[config.mk]
export PLATFORM = sky130hd
export DESIGN_NAME = data_mem
export DESIGN_NICKNAME = d
export VERILOG_FILES = /design/src/source/rv_exec_pkg.sv /design/src/source/data_mem.sv
export SDC_FILE = /design/constraint.sdc
export NUM_CORES = 2
export LEC_CHECK = 0
export ABC_AREA = 1
export CAP_MARGIN = 20
export CORE_ASPECT_RATIO = 0.8
export CORE_MARGIN = 2
export CORE_UTILIZATION = 55
export CTS_CLUSTER_DIAMETER = 200
export CTS_CLUSTER_SIZE = 30
export DETAILED_ROUTE_END_ITERATION = 7
export DONT_BUFFER_PORTS = 1
export PLACE_DENSITY = 0.7
export SETUP_SLACK_MARGIN = 0.2
export SYNTH_ARGS = -nofsm -noshare
export SYNTH_HDL_FRONTEND = slang
export SYNTH_SLANG_ARGS = --single-unit
export TNS_END_PERCENT = 1
[constraint.sdc]
create_clock -name clk -period 2.08 [get_ports clk]
set_clock_uncertainty 0.2 [all_clocks]
set_input_delay 0.104 -clock clk [delete_from_list [all_inputs] [get_ports clk]]
set_output_delay 0.104 -clock clk [all_outputs]
set_load 0.005 [all_outputs]
[src/source/rv_exec_pkg.sv]
package rv_exec_pkg;

    typedef logic [31:0] word_t;
    typedef logic [4:0]  reg_idx_t;
    typedef logic [2:0]  funct3_t;

    // Decoded op as handed over by the decoder
    typedef struct packed {
        logic     valid;
        logic     is_lui;
        logic     is_auipc;
        logic     is_jal;
        logic     is_jalr;
        logic     is_load;
        logic     is_store;
        logic     is_op;      // reg-reg
        logic     is_op_imm;
        funct3_t  funct3;
        logic     funct7_alt; // sub / sra
        reg_idx_t rs1;
        reg_idx_t rs2;
        reg_idx_t rd;
        word_t    imm;
        word_t    pc;
    } exec_op_t;

    typedef struct packed {
        logic     valid;
        reg_idx_t rd;
        logic     rd_we;
        logic     rd_is_mem;
        logic     is_lui;
        logic     is_auipc;
        logic     is_jal;
        logic     is_jalr;
        funct3_t  funct3;
        word_t    alu_result;
        word_t    imm;
        word_t    snpc;
        word_t    pc_imm;
        word_t    pc;
    } ex_mem_t;

    typedef struct packed {
        logic       we;
        word_t      addr;
        word_t      wdata; // Already in its byte lanes
        logic [3:0] be;
    } mem_req_t;

    typedef struct packed {
        logic     valid;
        reg_idx_t rd;
        logic     rd_we;
        word_t    value;
        word_t    pc;
    } retire_t;

endpackage

[src/source/data_mem.sv]
module data_mem
    import rv_exec_pkg::*;
#(
    parameter int MEM_WORDS = 64
) (
    input  logic     clk,
    input  mem_req_t mem_req,
    output word_t    rdata
);

    localparam int IDX_W = $clog2(MEM_WORDS);

    word_t            mem [MEM_WORDS];
    logic [IDX_W-1:0] idx;

    // Upper address bits are ignored so addresses wrap
    assign idx = mem_req.addr[IDX_W+1:2];

    always_ff @(posedge clk) begin
        if (mem_req.we) begin
            for (int b = 0; b < 4; b++) begin
                if (mem_req.be[b]) begin
                    mem[idx][b*8 +: 8] <= mem_req.wdata[b*8 +: 8];
                end
            end
        end
    end

    // Registered read every cycle
    always_ff @(posedge clk) begin
        rdata <= mem[idx];
    end

endmodule

After elaboration in Yosys (flattened, before gate mapping). Memory sizes are Yosys's and may differ from the RTL's. A register that Yosys moved wholly into a read port is not among the register bits. Cells that the tools add are included.

RAM bits: 2048. Input port bits: 70. Register bits: 0. Memories kept: 1. Output and inout port bits: 32. Logic and storage cells: 13.

Mux-type cells: 12.

Memories: mem (depth 64, width 32, rd ports 1, clocked after Yosys merged registers in 1, wr ports 1, line data_mem.sv:13) `word_t mem [MEM_WORDS];`.

Operators with widths (number): $mux 1 (12).

Depth between registers and ports, before layout.
Depth after elaboration: 3. Gate-level depth with buffers: 15. Gate-level depth less buffers: 11.

Least setup slack after synthesis. Ideal clock, no wire load.

Path kind: input to register. Start point: in mem_req[39] (netlist bit). End point: mem mem[3][16] (netlist bit), enable pin. Library setup time: 370 ps. Data arrival time: 1393 ps. Slack: 117 ps. Data required time: 1510 ps. Stages on the path: 8. Cells stage by stage: buf_2 -> inv_4 -> buf_2 -> nor2_2 -> inv_1 -> nor2_2 -> nand2_1 -> nor2_1.

RTL lines: start: declaration (line data_mem.sv:7) `input mem_req_t mem_req,`; end: declaration (line data_mem.sv:13).

Straight into the memory's write port.

==> flow_summary.toml <==
[placed_design]
hpwlAfterDp_microns = 144300
portBuffers = 0
globalplace.congestion = 0.8908
dp_worst_setup_slack_ns = -0.3239
place_inst = 10920
placedInstanceArea_sq_mm = 0.09317

[floorplanning]
die_x_microns = 450.5
ports = 102
design.die.area_sq_mm = 0.1627
rows = 131
die_height_microns = 361.2
initial_utilization = 0.5522
core_area_sq_mm = 0.1588

[synthesis]
ys_warn_count = 0
netlist-cell-type-count = 20
synth.yosys.seq_area_share = 0.7085
async_set_reset_flop_share_out_of_synthesis = 0
synthCells = 8723
mappedNetlistArea_sq_mm = 0.08770
post_synthesis_mean_instance_area_sq_um = 10.05
mappedNetlistNets = 8793
synthFlopType = "sky130_fd_sc_hd__edfxtp_1"
yosys_register_bits = 2080
synth_edf_count = 2048

[sta]
max_slew_margin = -1.611
rsz0062_at_grt = "yes"
finalSetupViolations = 1488
final_worst_path_period_share = 2.067
max_slew.worst_pin.slew_ns = 3.917
final-hold-violation-count = 32
final_critical_path_setup_slack_ns = -2.218
number_of_pins_exceeding_their_max_slew_limit_in_the_final_report = 847
max_clock_freq_ghz = 0.2326
hold_ws_ns = -0.4616
period_minus_slack_ns = 4.298

[route]
vias = 60670
wl_per_cell_microns = 21.35
drt.antenna.violating_nets = 0
drc_errors = 0
viasPerCell = 5.432
detailedRoute.firstPassIterationCount = 8
drt_iter0_drc = 7580
wirelength_microns = 238500

[worst_setup_path]
worst_r2r_endpoint = "rdata[28]"
critical_path_launch_point = "mem_req[38]"
worstPathRequired_ns = 2.56
r2r_start = "mem[39][28]"
criticalPathCategory = "in2reg"
worst-r2r-cell-count = 10
crit_path_start_kind = "primary input"
internal_reg_to_reg_setup_slack_ns = 0.13
worst-endpoint-arrival_ns = 4.78
category_of_the_worst_setup_path_capture_point = "register"
crit_fanout = 1040

[power]
comb_power_share = 0.072
power.clock.fraction = 0.280
power.static_leakage_uw = 0.04092
power.share.sequential = 0.649
vdd_ir_drop_max_v = 0.0007468
design_power_total_uw = 71680
total_switching_power_uw = 16040
cell_int_power_uw = 55640
power_density_mw_per_mm2 = 737.2
power.switching_fraction = 0.2237

[grt]
first_pass_grt_wire_length_microns = 354400
global_route.peak_usage_layer = "met2"
antenna_found_initial = 7
grt_max_degree = 1040
globalRouteMet2Util = 0.4408
globalRouteMet1Util = 0.4239
global_route.overflow_total = 0
grtUsageTotal = 0.2898
first_global_vias = 56140
globalRouteMet3Util = 0.05312

[cts]
path_clk_slew_ns = 0.12
tritoncts.num_buffers = 79
ctsHtreeMaxLevel = 3
clock_tree_from_tritoncts = "built"
clockBufferDepth = 3
clk_latency_ns = 0.77
cts_hold_buffers = 98
cts-root-buf = "sky130_fd_sc_hd__clkbuf_16"
clock_sink_count = 2080

[hold_path]
hold_class = "in2reg"
worstHoldStart = "mem_req[40]"
whs_path_depth = 6
min_to = "rdata[21]"

[finish]
proportion_of_layout_cells_with_a_drive_suffix_above_1 = 0.07578
fin_util = 0.6122
area_delta_synth_final_pct = 10.87
fillerInstances = 12670
post_route_insts_no_fill = 11170
final_nets = 9049
post-route-cell-area_sq_mm = 0.09723

[outcome]
status = "finished with violations"
failing_checks = "hold timing, slew limit, setup timing"

[job]
max-cap-violations = 0
-- kinds of logic after synthesis --
group           after synthesis  synth area share
buf+inv                     475           0.02645
simple gates               6156            0.2642
compound gates               12         0.0008275
flops                      2080            0.7085
-- flip-flops by register name, summed over array words and instances (netlist names) --
| signal | flops |
|---|---|
| mem | 2048 |
| rdata | 32 |
-- cells in the final DEF, fill, tap and decap left out --
cell type                        Yosys  routed
sky130_fd_sc_hd__nor2_4              0       2
sky130_fd_sc_hd__buf_6              12       6
sky130_fd_sc_hd__clkbuf_1          131      54
sky130_fd_sc_hd__nand2_1          5796    5792
sky130_fd_sc_hd__dlymetal6s4s_1      0       1
sky130_fd_sc_hd__clkbuf_16           0      84
sky130_fd_sc_hd__clkinv_8            0       1
sky130_fd_sc_hd__nor2_1            328     323
sky130_fd_sc_hd__nor2_2             11      14
sky130_fd_sc_hd__buf_4              36     437
sky130_fd_sc_hd__o21ai_1             3       3
sky130_fd_sc_hd__or2_2               5       5
sky130_fd_sc_hd__o211ai_1            5       5
sky130_fd_sc_hd__nand2_2             0       4
sky130_fd_sc_hd__dlygate4sd3_1       0      64
sky130_fd_sc_hd__o21ai_0             4       4
sky130_fd_sc_hd__nand3_1             7       7
sky130_fd_sc_hd__diode_2             0       3
sky130_fd_sc_hd__or2_1               1       1
sky130_fd_sc_hd__inv_8               0       2
sky130_fd_sc_hd__buf_16              0      32
sky130_fd_sc_hd__edfxtp_1         2048    2048
sky130_fd_sc_hd__clkinv_16           0       2
sky130_fd_sc_hd__inv_16              0       1
sky130_fd_sc_hd__buf_12              0      86
sky130_fd_sc_hd__dfxtp_1            32      32
sky130_fd_sc_hd__nor3_2              0       8
sky130_fd_sc_hd__inv_1              20      20
sky130_fd_sc_hd__inv_6               0       1
-- final cells by class --
type / count / area [sq um] / share of cell area
flip-flops and latches: 2080 / 62140 / 0.6391
multi-input cells: 6168 / 23310 / 0.2398
repair buffers: 626 / 6604 / 0.06792
well taps: 2128 / 2663 / 0.02738
clock buffers: 138 / 2305 / 0.02370
inverters: 23 / 146.4 / 0.001506
clock inverters: 3 / 45.04 / 0.0004632
repair inverters: 1 / 11.26 / 0.0001158
diodes: 3 / 7.507 / 0.00007721
-- Yosys cell counts, types with 7 or more instances --
master | n | area [sq um]
sky130_fd_sc_hd__buf_2 | 245 | 1226
sky130_fd_sc_hd__nand2_1 | 5796 | 21760
sky130_fd_sc_hd__clkbuf_1 | 131 | 491.7
sky130_fd_sc_hd__nor2_1 | 328 | 1231
sky130_fd_sc_hd__inv_1 | 20 | 75.07
sky130_fd_sc_hd__nand3_1 | 7 | 35.03
sky130_fd_sc_hd__edfxtp_1 | 2048 | 61500
sky130_fd_sc_hd__buf_6 | 12 | 135.1
sky130_fd_sc_hd__dfxtp_1 | 32 | 640.6
sky130_fd_sc_hd__nor2_2 | 11 | 68.82
sky130_fd_sc_hd__buf_4 | 36 | 270.3
sky130_fd_sc_hd__nor3_1 | 8 | 40.04
sky130_fd_sc_hd__buf_1 | 28 | 105.1
-- per-stage QoR --
| step | setup TNS [ns] | hold WS (ns) |
|---|---|---|
| final | -909.35 | -0.4616 |
| after global routing | -0.2939 | -0.4925 |
| after floorplan | 0 | 0.002869 |
| after global placement | -83.16 | 0.006865 |
| after CTS | 0 | -0.5278 |
| after detailed placement | -77.82 | 0.006407 |
-- worst max-delay path, cell delays in order --
cell and delay (ns):
sky130_fd_sc_hd__inv_8 1.44, sky130_fd_sc_hd__buf_12 0.29, sky130_fd_sc_hd__nand2_1 0.07, sky130_fd_sc_hd__nand2_1 0.06
sky130_fd_sc_hd__nand2_1 0.06, sky130_fd_sc_hd__nand2_1 0.09, sky130_fd_sc_hd__nand2_1 0.08, sky130_fd_sc_hd__nand2_1 0.15
sky130_fd_sc_hd__nand2_1 0.12, sky130_fd_sc_hd__nand2_1 0.09, sky130_fd_sc_hd__nor2_1 0.04, sky130_fd_sc_hd__buf_4 0.11
sky130_fd_sc_hd__nand2_1 0.14
-- metal layers --
layer	up-vias	wire [microns]
li1	28440	-
met1	29010	97680
met2	2859	106800
met3	358	25190
met4	6	8761
met5	-	42
-- worst max path at each step --
stage	endpoint	slack [ns]	cells after the start
after floorplan	mem[3][16]	0.12	8
after global placement	rdata[28]	-0.35	13
after detailed placement	rdata[28]	-0.32	13
after CTS	rdata[27]	0.20	0
after global routing	mem[62][29]	-0.02	7
final	rdata[28]	-2.22	13
-- power by group through the flow --
| stage | clock [uW] | sequential (uW) | combinational (uW) |
|---|---|---|---|
| floorplan | 0 | 47200 | 3000 |
| global placement | 0 | 47400 | 3830 |
| detailed placement | 0 | 47500 | 3870 |
| CTS | 20200 | 46500 | 4940 |
| global route | 21400 | 46500 | 5550 |
| finish | 20000 | 46500 | 5130 |
-- timing repair --
item,CTS,global route
resized for setup,0,16
setup endpoints to repair,0,637
buffers inserted,0,7
hold endpoints to repair,2860,32
Note: power is estimated with default switching activity, not from simulation.
