`config.mk`:
```
export PLATFORM = sky130hd
export DESIGN_NAME = wb_stage
export DESIGN_NICKNAME = d
export VERILOG_FILES = /design/src/source/rv_exec_pkg.sv /design/src/source/key_mux.sv /design/src/source/wb_stage.sv /design/src/source/wbu.sv
export SDC_FILE = /design/constraint.sdc
export NUM_CORES = 1
export LEC_CHECK = 0
export BUFFER_PORTS_ARGS = -buffer_cell sky130_fd_sc_hd__buf_2
export CORE_AREA = 2 2 124 126
export CTS_BUF_LIST = sky130_fd_sc_hd__clkbuf_16
export DETAILED_ROUTE_END_ITERATION = 8
export DIE_AREA = 0 0 126 128
export SLEW_MARGIN = 20
export SYNTH_ARGS = -nofsm -noshare
export SYNTH_HDL_FRONTEND = slang
export SYNTH_SLANG_ARGS = --single-unit
export TNS_END_PERCENT = 5
```
`constraint.sdc`:
```
create_clock -name clk -period 1.95 [get_ports clk]
set_input_delay 0.39 -clock clk [delete_from_list [all_inputs] [get_ports clk]]
set_output_delay 0.39 -clock clk [all_outputs]
set_load 0.01 [all_outputs]
```
`src/source/rv_exec_pkg.sv`:
```
package rv_exec_pkg;

    typedef logic [31:0] word_t;
    typedef logic [4:0]  reg_idx_t;
    typedef logic [2:0]  funct3_t;

    // Decoded op as handed over by the decoder
    typedef struct packed {
        logic     valid;
        logic     is_lui;
        logic     is_auipc;
        logic     is_jal;
        logic     is_jalr;
        logic     is_load;
        logic     is_store;
        logic     is_op;      // reg-reg
        logic     is_op_imm;
        funct3_t  funct3;
        logic     funct7_alt; // sub / sra
        reg_idx_t rs1;
        reg_idx_t rs2;
        reg_idx_t rd;
        word_t    imm;
        word_t    pc;
    } exec_op_t;

    typedef struct packed {
        logic     valid;
        reg_idx_t rd;
        logic     rd_we;
        logic     rd_is_mem;
        logic     is_lui;
        logic     is_auipc;
        logic     is_jal;
        logic     is_jalr;
        funct3_t  funct3;
        word_t    alu_result;
        word_t    imm;
        word_t    snpc;
        word_t    pc_imm;
        word_t    pc;
    } ex_mem_t;

    typedef struct packed {
        logic       we;
        word_t      addr;
        word_t      wdata; // Already in its byte lanes
        logic [3:0] be;
    } mem_req_t;

    typedef struct packed {
        logic     valid;
        reg_idx_t rd;
        logic     rd_we;
        word_t    value;
        word_t    pc;
    } retire_t;

endpackage

```
`src/source/key_mux.sv`:
```
module key_mux #(
    parameter int NR_KEY   = 2,
    parameter int KEY_LEN  = 1,
    parameter int DATA_LEN = 1
) (
    input  logic [NR_KEY*(KEY_LEN+DATA_LEN)-1:0] lut,
    input  logic [KEY_LEN-1:0]                   key,
    input  logic [DATA_LEN-1:0]                  default_out,
    output logic [DATA_LEN-1:0]                  out
);

    localparam int PAIR_LEN = KEY_LEN + DATA_LEN;

    logic [PAIR_LEN-1:0] pair;

    // Pairs sit key-first with the first listed pair in the top bits
    always_comb begin
        out  = default_out;
        pair = '0;
        // Walk upwards so the first listed match is the last to land
        for (int i = 0; i < NR_KEY; i++) begin
            pair = lut[i*PAIR_LEN +: PAIR_LEN];
            if (pair[PAIR_LEN-1 -: KEY_LEN] == key) begin
                out = pair[DATA_LEN-1:0];
            end
        end
    end

endmodule

```
`src/source/wb_stage.sv`:
```
module wb_stage
    import rv_exec_pkg::*;
(
    input  logic     clk,
    input  logic     arst_n,
    input  ex_mem_t  ex_mem,
    input  word_t    rdata,
    output logic     wb_we,
    output reg_idx_t wb_rd,
    output word_t    wb_value,
    output retire_t  retire
);

    word_t srd;

    wbu u_wbu (
        .ex_mem(ex_mem),
        .mem_r (rdata),
        .srd   (srd)
    );

    assign wb_we    = ex_mem.valid & ex_mem.rd_we;
    assign wb_rd    = ex_mem.rd;
    assign wb_value = srd;

    always_ff @(posedge clk or negedge arst_n) begin
        if (!arst_n) begin
            retire <= '0;
        end else begin
            retire.valid <= ex_mem.valid;
            retire.rd    <= ex_mem.rd;
            retire.rd_we <= wb_we;
            retire.value <= srd;
            retire.pc    <= ex_mem.pc;
        end
    end

endmodule

```
`src/source/wbu.sv`:
```
module wbu
    import rv_exec_pkg::*;
(
    input  ex_mem_t ex_mem,
    input  word_t   mem_r,
    output word_t   srd
);

    word_t mem_r_shift;
    word_t mem_r_extend;

    // Byte offset comes from the low address bits
    key_mux #(
        .NR_KEY  (4),
        .KEY_LEN (2),
        .DATA_LEN($bits(word_t))
    ) u_shift_mux (
        .lut        ({
            2'b00, mem_r,
            2'b01, {8'b0, mem_r[31:8]},
            2'b10, {16'b0, mem_r[31:16]},
            2'b11, {24'b0, mem_r[31:24]}
        }),
        .key        (ex_mem.alu_result[1:0]),
        .default_out(mem_r),
        .out        (mem_r_shift)
    );

    key_mux #(
        .NR_KEY  (5),
        .KEY_LEN ($bits(funct3_t)),
        .DATA_LEN($bits(word_t))
    ) u_extend_mux (
        .lut        ({
            3'b000, {{24{mem_r_shift[7]}}, mem_r_shift[7:0]},   // lb
            3'b001, {{16{mem_r_shift[15]}}, mem_r_shift[15:0]}, // lh
            3'b010, mem_r_shift,
            3'b100, {24'b0, mem_r_shift[7:0]},
            3'b101, {16'b0, mem_r_shift[15:0]}
        }),
        .key        (ex_mem.funct3),
        .default_out(word_t'(0)),
        .out        (mem_r_extend)
    );

    always_comb begin
        if (ex_mem.is_lui) begin
            srd = ex_mem.imm;
        end else if (ex_mem.is_auipc) begin
            srd = ex_mem.pc_imm;
        end else if (ex_mem.is_jal || ex_mem.is_jalr) begin
            srd = ex_mem.snpc; // Link value only
        end else if (ex_mem.rd_is_mem) begin
            srd = mem_r_extend;
        end else begin
            srd = ex_mem.alu_result;
        end
    end

endmodule

```
Word-level counts from Yosys, hierarchy flattened
Cells that the tools add are included.
{"block": "word_totals", "ff_bits": 71, "wordCells": 29}
{"block": "classes", "n_eq_ne": 7, "mux": 13, "bitwise": 1, "n_reduce_logical": 3}
{"op": "two-way mux 32 bit", "count": 12}
{"op": "two-way mux 16 bit", "count": 1}
{"op": "== test 3 bit (first input constant)", "count": 2}
{"op": "== test 2 bit (first input constant)", "count": 2}
{"op": "== test 1 x 3 -> 1 bit (first input constant)", "count": 1}
{"op": "== test 2 x 3 -> 1 bit (first input constant)", "count": 1}
{"op": "zero test 3 bit", "count": 1}
{"op": "== test 1 x 2 -> 1 bit (first input constant)", "count": 1}
{"op": "zero test 2 bit", "count": 1}
{"op": "AND 1 bit", "count": 1}
{"op": "logical OR 1 bit", "count": 1}

Logic depth before layout (Yosys ltp)
Gate-level depths: netlist (run 1).
{"block": "depth", "word_depth": 14, "depth_mapped": 7, "depth_no_buf": 4}

Hierarchy
Synthesis (run 1) repeated with hierarchy kept, for this count alone.
{"block": "unflattened", "hier_cells": 766, "hier_area_um2": 7015.5}
{"module": "key_mux at u_wbu.u_extend_mux", "instances": 1, "cells_each": 337, "area_per_inst_um2": 2527.4, "seq_area_each_um2": 0.0}
{"module": "wb_stage", "instances": 1, "cells_each": 77, "area_per_inst_um2": 1820.5, "seq_area_each_um2": 1776.7}
{"module": "key_mux at u_wbu.u_shift_mux", "instances": 1, "cells_each": 163, "area_per_inst_um2": 1345.0, "seq_area_each_um2": 0.0}
{"module": "wbu", "instances": 1, "cells_each": 189, "area_per_inst_um2": 1322.5, "seq_area_each_um2": 0.0}

Worst setup path after synthesis (run 1)
No wires, ideal clock.
{"block": "synth_timing", "path_kind": "input to output", "start": "input port ex_mem[160] (netlist name)", "end": "output port wb_value[30]", "t_arrival_ns": 1.754, "path_slack_ns": -0.194, "cell_stages": 6, "n_path_buf": 2, "cell_sequence": "clkbuf_1 > or4b_1 > clkbuf_1 > nor2_4 > a221oi_1 > a22oi_1"}
{"block": "synth_between", "elab_chain_len": 8}
{"element": "start, declared", "line": "wb_stage.sv:6", "source": "input ex_mem_t ex_mem,"}
{"element": "== test 2 x 3 -> 1 bit", "line": "key_mux.sv:23", "source": "if (pair[PAIR_LEN-1 -: KEY_LEN] == key) begin"}
{"element": "two-way mux 32 bit (2 in series)", "line": "key_mux.sv:23"}
{"element": "two-way mux 32 bit (*)", "line": "key_mux.sv:23"}
{"element": "two-way mux 32 bit (*)", "line": "wbu.sv:53", "source": "end else if (ex_mem.rd_is_mem) begin"}
{"element": "two-way mux 32 bit (*)", "line": "wbu.sv:51", "source": "end else if (ex_mem.is_jal || ex_mem.is_jalr) begin"}
{"element": "two-way mux 32 bit (*)", "line": "wbu.sv:49", "source": "end else if (ex_mem.is_auipc) begin"}
{"element": "two-way mux 32 bit (*)", "line": "wbu.sv:47", "source": "if (ex_mem.is_lui) begin"}
{"element": "end, declared", "line": "wb_stage.sv:10", "source": "output word_t wb_value,"}
Every way passes the cells marked *; elsewhere a longest branch is shown, timed or not.

Worst setup path after layout (run 1)
{"block": "layout_timing", "start": "input port ex_mem[128] (netlist name)", "end": "output port wb_value[1]"}
{"block": "layout_between", "elab_chain_len": 14}
{"element": "== test 2 bit", "line": "key_mux.sv:23"}
{"element": "two-way mux 32 bit (3 in series)", "line": "key_mux.sv:23"}
{"element": "two-way mux 32 bit (*)", "line": "key_mux.sv:23"}
{"element": "two-way mux 16 bit", "line": "key_mux.sv:23"}
{"element": "two-way mux 32 bit (3 in series)", "line": "key_mux.sv:23"}
{"element": "two-way mux 32 bit (*)", "line": "key_mux.sv:23"}
{"element": "two-way mux 32 bit (*)", "line": "wbu.sv:53"}
{"element": "two-way mux 32 bit (*)", "line": "wbu.sv:51"}
{"element": "two-way mux 32 bit (*)", "line": "wbu.sv:49"}
{"element": "two-way mux 32 bit (*)", "line": "wbu.sv:47"}
Marks and branches as above.

==> results of run 1 <==
metal layers:
metal | vias to the layer above | wire (um)
met3 | 41 | 1358
met2 | 249 | 9133
met1 | 2269 | 7425
li1 | 2133 | -
met5 | - | 41
met4 | 6 | 476
power by group through the flow:
stage,Combinational [mW],Sequential (mW),Clock (mW)
CTS,1.27,1.61,1.69
finish,1.31,1.61,1.63
global placement,1.18,1.63,0
global route,1.41,1.61,1.75
floorplan,0.425,1.70,0
detailed placement,1.19,1.63,0
cell usage in the layout (no fill, tap or decap), types with 8 or more instances in the layout:
cell / instances
mux2i_1: 16
nand2b_1: 8
buf_2: 314
nor2b_1: 19
o22ai_2: 12
nand2_1: 16
clkbuf_16: 9
o221ai_1: 24
buf_4: 65
a221oi_1: 20
a221o_1: 8
a22oi_2: 9
dfrtp_1: 71
buf_12: 10
nor2_1: 11
mux4_2: 8
stage by stage:
| step | hold slack (ns) | setup slack, ns | TNS [ns] | cell area (um^2) | total power, mW |
|---|---|---|---|---|---|
| floorplan | 0.09441 | -0.1330 | -3.509 | 3905 | 2.122 |
| global placement | 0.3366 | -0.6710 | -18.65 | 6165 | 2.806 |
| detailed placement | 0.3452 | -0.6977 | -19.86 | 6165 | 2.824 |
| CTS | 0.1447 | -0.3420 | -9.697 | 6797 | 4.568 |
| global route | 0.1422 | -0.3869 | -10.65 | 6952 | 4.780 |
| finish | 0.1618 | -0.3455 | -8.667 | 6954 | 4.552 |
synthesized netlist by cell type (2+ instances only):
| cell type | n |
|---|---|
| nor2b_1 | 19 |
| and3_1 | 14 |
| mux2i_1 | 17 |
| buf_2 | 4 |
| o31ai_1 | 7 |
| o221ai_1 | 24 |
| o21ai_0 | 11 |
| o22ai_1 | 16 |
| clkbuf_1 | 22 |
| inv_1 | 2 |
| nor2_1 | 12 |
| o2bb2ai_1 | 7 |
| a2111oi_1 | 4 |
| a31oi_1 | 8 |
| mux2_2 | 2 |
| nand2b_1 | 8 |
| dfrtp_1 | 71 |
| a221o_1 | 8 |
| a221oi_1 | 24 |
| nand2_1 | 16 |
| buf_4 | 7 |
| a2111oi_0 | 2 |
| a21oi_1 | 8 |
| a22oi_1 | 8 |
| buf_6 | 2 |
| mux4_2 | 7 |
worst paths after layout:
check,from,to,slack [ns],depth (start not counted)
worst min-delay path,ex_mem[31],retire[31]$_DFF_PN0_,0.16,1
min in group asynchronous,arst_n,retire[58]$_DFF_PN0_,0.52,2
max in group asynchronous,arst_n,retire[35]$_DFF_PN0_,0.83,3
worst max-delay path,ex_mem[128],wb_value[1],-0.35,7
layout make-up:
cell class	instances	area share (%)
Antenna cell	2	0.07197
Clock buffer	9	3.239
Clock inverter	7	1.062
Inverter	2	0.1080
Multi-Input combinational cell	238	33.03
Sequential cell	71	25.55
Tap cell	188	3.383
Timing Repair Buffer	395	33.56
logic make-up after synthesis:
logic type,share of synthesized area [%]
buffers and inverters,4.988
AOI/OAI and AO/OA,27.37
muxes,9.879
and+or+nand+nor,11.16
DFF,46.60
repair_timing:
item	CTS	global route
pin swaps	20	14
resized for setup	59	29
hold buffers	1	0
hold endpoints to repair	16	0
buffers inserted	3	2
setup endpoints to repair	32	32
==> results.py, run 1 <==
metrics = {
    "floorplan": {
        "die_h_um": 128,
        "coreArea_um2": 14860,
        "start_util_pct": 25.65,
        "fp.dieArea_um2": 16130,
        "die_x_um": 126,
        "num_io_pins": 318,
        "row_count": 45,
    },
    "run_status": {
        "violations": "setup timing",
        "status": "finished with violations",
    },
    "yosys": {
        "synth_top_area_share_pct": 46.60,
        "avgSynthCellArea_um2": 10.99,
        "yosys.area.top_type": "dfrtp_1",
        "synth.distinct_cells": 43,
        "synthTopCellsByArea": "dfrtp_1, a221oi_1, o221ai_1",
        "syn_area_um2": 3812,
        "yosys_warnings": 0,
        "syn-num-nets": 556,
        "ys_ff_latch": 71,
        "synth_edf_count": 0,
        "synthArstFlopShare_pct": 100.0,
        "synthFlopType": "dfrtp_1",
        "synth-seq-area-share_pct": 46.60,
        "synthCells": 347,
    },
    "grt": {
        "grt_use_met2_pct": 36.81,
        "grt_max_degree": 49,
        "track_usage_pct": 22.03,
        "grt_pass1_wl_um": 27180,
        "first_global_vias": 4818,
        "use_met3_pct": 5.760,
        "grt.busiest_layer": "met2",
        "met1_usage_pct": 27.36,
        "antenna_found_initial": 6,
        "overflow": 0,
    },
    "route": {
        "wl_per_cell_um": 20.21,
        "dr.pass1.iters": 5,
        "routed_wl_um": 18440,
        "detail-route-antenna-nets": 0,
        "drtIter0Drc": 296,
        "drc": 0,
        "via_per_inst": 5.151,
        "vias": 4698,
    },
    "final_layout": {
        "fin_nets": 926,
        "multi_input_area_um2": 2297,
        "area_growth_pct": 82.41,
        "reg_top3": "retire: 71 flops",
        "largest_reg_flops": 71,
        "n_fill_cell": 1444,
        "fin_util_pct": 46.78,
        "finalNonFillerCells": 912,
        "regMostFlops": "retire",
        "final-seq-area_um2": 1777,
        "drive_gt1_share_pct": 68.28,
    },
    "critical_path": {
        "cp_top_family": "multiplexers",
        "crit_chain": "buf_12 > buf_8 > mux4_2 > a311oi_2 > o21ai_2 > mux2_4 > buf_6",
        "critPathRequiredTime_ns": 1.56,
        "crit_buf_inv": 3,
        "end_kind": "output pin",
        "cp-start-kind": "input port",
        "crit_slowest_cell": "mux4_2",
        "cp.arrival_ns": 1.91,
        "crit_path_max_incr_delay_ns": 0.51,
        "crit_type": "in -> out",
        "cp_max_fo": 5,
    },
    "clock_network": {
        "cts_tree": "yes",
        "cts_buffers": 9,
        "clk_pin_slew_ns": 0.06,
        "cts.sinks": 71,
        "htreeDepth": 3,
        "clockBufferDepth": 2,
        "cts-root-buf": "clkbuf_16",
    },
    "timing": {
        "relSlewSlack_pct": 72.43,
        "min_period_ns": 2.295,
        "rsz0062_at_grt": "yes",
        "worst_pin_slew_ns": 0.4136,
        "hold_viol": 0,
        "period_share_pct": 117.7,
        "maxSlewViolCount": 0,
        "max_freq_mhz": 435.6,
        "layout_setup_ws_ns": -0.3455,
        "setup_viol": 32,
    },
    "power": {
        "swShare_pct": 29.55,
        "leakage_nw": 3.325,
        "p_clk_share_pct": 35.9,
        "share_seq_of_total_power_pct": 35.3,
        "p_sw_mw": 1.345,
        "ir_drop_mv": 0.3626,
        "power.internal_mw": 3.207,
        "pwr-share-comb_pct": 28.8,
        "power_density_nw_per_um2": 654.6,
    },
    "flow_run": {
        "maxCapViolations": 0,
    },
    "min_path": {
        "hp-class": "in -> reg",
    },
    "placement": {
        "dp.cells": 890,
        "hpwl_um": 14960,
        "port_buffers": 317,
        "place_congestion": 0.9589,
    },
}
Note: power is estimated with default switching activity, not from simulation.
==> run 2, diff against run 1 <==
--- a/config.mk
+++ b/config.mk
@@ -5,11 +5,13 @@
 export SDC_FILE = /design/constraint.sdc
 export NUM_CORES = 1
 export LEC_CHECK = 0
+export ABC_AREA = 1
 export BUFFER_PORTS_ARGS = -buffer_cell sky130_fd_sc_hd__buf_2
-export CORE_AREA = 2 2 124 126
+export CORE_AREA = 2 2 122 124
 export CTS_BUF_LIST = sky130_fd_sc_hd__clkbuf_16
 export DETAILED_ROUTE_END_ITERATION = 8
-export DIE_AREA = 0 0 126 128
+export DIE_AREA = 0 0 124 126
+export PLACE_DENSITY = 0.65
 export SLEW_MARGIN = 20
 export SYNTH_ARGS = -nofsm -noshare
 export SYNTH_HDL_FRONTEND = slang
==> results.py, run 2 <==
metrics = {
    "yosys": {
        "yosys_warnings": 0,
        "synthTopCellsByCount": "nand2_1, nor2_1, dfrtp_1",
        "synthTopCellsByArea": "dfrtp_1, nand2_1, nor2_1",
        "yosys.area.top_type": "dfrtp_1",
        "ys_ff_latch": 71,
        "syn-num-nets": 845,
        "synth-seq-area-share_pct": 40.95,
        "syn_area_um2": 4339,
        "synth_edf_count": 0,
        "synth.distinct_cells": 26,
        "synthFlopType": "dfrtp_1",
        "synthArstFlopShare_pct": 100.0,
        "synth_top_area_share_pct": 40.95,
        "avgSynthCellArea_um2": 6.823,
        "synth.most_common_cell": "nand2_1",
        "synthCells": 636,
    },
    "floorplan": {
        "die_x_um": 124,
        "start_util_pct": 30.31,
        "fp.dieArea_um2": 15620,
        "num_io_pins": 318,
        "coreArea_um2": 14310,
        "row_count": 44,
        "die_h_um": 126,
    },
    "critical_path": {
        "crit_top_cell": "nand2_1",
        "critPathRequiredTime_ns": 1.56,
        "crit_path_max_incr_delay_ns": 0.17,
        "cp.arrival_ns": 1.67,
        "cp_top_family": "simple AND/OR/NAND/NOR gates",
        "crit_chain": "buf_8 > buf_6 > nand3_4 > nand3_4 > buf_6 > nand2_8 > nand2_2 > inv_2 > nand3_2 > nand2_2 > nand2_1 > nand2_1 > nand2_1 > buf_2",
        "crit_type": "in -> out",
        "cp_max_fo": 8,
        "crit_path_start": "ex_mem[128]",
        "cp-start-kind": "input port",
        "end_kind": "output pin",
        "crit_buf_inv": 5,
        "crit_slowest_cell": "buf_6",
    },
    "clock_network": {
        "cts_buffers": 9,
        "cts.sinks": 71,
        "cts_tree": "yes",
        "clockBufferDepth": 2,
        "postCtsHoldBufs": 0,
        "htreeDepth": 3,
        "cts-root-buf": "clkbuf_16",
        "clk_pin_slew_ns": 0.06,
    },
    "final_layout": {
        "drive_gt1_share_pct": 50.10,
        "n_fill_cell": 1477,
        "largest_reg_flops": 71,
        "diodes": 0,
        "final-seq-area_um2": 1777,
        "finalNonFillerCells": 1172,
        "layout_commonest_cell": "buf_2",
        "multi_input_area_um2": 2471,
        "regMostFlops": "retire",
        "area_growth_pct": 69.20,
        "mostFrequentLayoutCells": "buf_2, nand2_1, nor2_1",
        "fin_area_um2": 7342,
        "reg_top3": "retire: 71 flops",
        "fin_nets": 1192,
    },
    "timing": {
        "worst_pin_slew_ns": 0.3714,
        "rsz0062_at_grt": "yes",
        "hold_viol": 0,
        "maxSlewViolCount": 0,
        "relSlewSlack_pct": 75.24,
        "period_share_pct": 105.7,
        "setup_viol": 27,
        "fin_tns_setup_ns": -1.534,
        "min_period_ns": 2.061,
        "fin_hold_ws_ns": 0.07596,
        "layout_setup_ws_ns": -0.1114,
        "max_freq_mhz": 485.1,
    },
    "placement": {
        "place_congestion": 0.8875,
        "port_buffers": 317,
        "pre_cts_ws_ns": -0.2750,
        "dp.cells": 1143,
        "hpwl_um": 14790,
        "post_dp_cell_area_um2": 6424,
    },
    "power": {
        "ir_drop_mv": 0.4543,
        "leakage_nw": 4.012,
        "power_density_nw_per_um2": 663.8,
    },
    "grt": {
        "grt_max_degree": 72,
        "antenna_found_initial": 0,
        "track_usage_pct": 23.18,
        "grt_pass1_wl_um": 27810,
        "overflow": 0,
        "first_global_vias": 5264,
    },
    "route": {
        "via_per_inst": 4.573,
        "detail-route-antenna-nets": 0,
        "vias": 5360,
        "drtIter0Drc": 286,
        "dr.pass1.iters": 5,
        "wl_per_cell_um": 15.81,
        "routed_wl_um": 18530,
        "drc": 0,
    },
    "min_path": {
        "hp-class": "in -> async",
    },
    "run_status": {
        "status": "finished with violations",
        "violations": "setup timing",
    },
    "flow_run": {
        "maxCapViolations": 0,
    },
}
==> run 2: changes by cell type in the layout (fill, tap and decap cells not counted), sizes merged, moves of 17 or more <==
cell / before / now
nand2: 16 / 239
nor2: 13 / 129
nand3: 1 / 39
inv: 2 / 37
a21oi: 8 / 41
a221oi: 24 / 0
o221ai: 24 / 0
nor2b: 19 / 0
o21ai: 12 / 31
buf: 394 / 377
mux2i: 17 / 0
==> run 2: worst paths after layout <==
path / to / slack [ns] / cells past startpoint
worst max-delay path: wb_value[23] / -0.11 / 14
worst min-delay path: retire[17]$_DFF_PN0_ / 0.08 / 2
max in group asynchronous: retire[65]$_DFF_PN0_ / 1.58 / 2
min in group clk: retire[16]$_DFF_PN0_ / 0.16 / 1
==> run 2: stage by stage <==
stage / power, mW / utilization, %
floorplan: 2.165 / -
global placement: 2.792 / 44.88
detailed placement: 2.797 / 44.88
CTS: 4.869 / 50.51
global route: 5.115 / 51.29
finish: 4.874 / 51.29
==> run 2: kinds of logic (layout without fill, tap and decap cells) <==
| group | count (synthesis) | in the layout | synth area share [%] |
|---|---|---|---|
| buffers and inverters | 75 | 427 | 8.651 |
| DFF | 71 | 71 | 40.95 |
| and+or+nand+nor | 413 | 413 | 41.35 |
| AOI/OAI and AO/OA | 77 | 77 | 9.054 |
==> run 2: area by class of cell <==
class                      instances  area share, %
sequential                        71          24.20
timing repair buffer             377          32.36
inverter                          34          1.840
multi-input combinational        490          33.66
clock inverter                     7          1.738
tap                              184          3.136
clock buffer                       9          3.067
==> run 2: timing repair <==
item                       CTS  global route
gates resized for setup     84            35
cloned                       2             0
setup buffers               11             0
setup endpoints to repair   32            33
pin swaps                   18             9
==> run 2: power by group <==
part / internal, mW / total, mW / switching (mW) / leakage [nW]
combinational: 0.614 / 1.34 / 0.723 / 3.00
clock: 1.27 / 1.94 / 0.669 / 0.173
sequential: 1.57 / 1.60 / 0.0255 / 0.836
total: 3.46 / 4.87 / 1.42 / 4.01
==> run 2: per-layer routing <==
| metal | vias to the layer above | GRT usage [%] | wire (um) |
|---|---|---|---|
| met2 | 213 | 40.01 | 9128 |
| met4 | 0 | 8.262 | 509 |
| li1 | 2683 | - | - |
| met5 | - | 0 | 0 |
| met3 | 37 | 3.668 | 1253 |
| met1 | 2427 | 28.99 | 7639 |
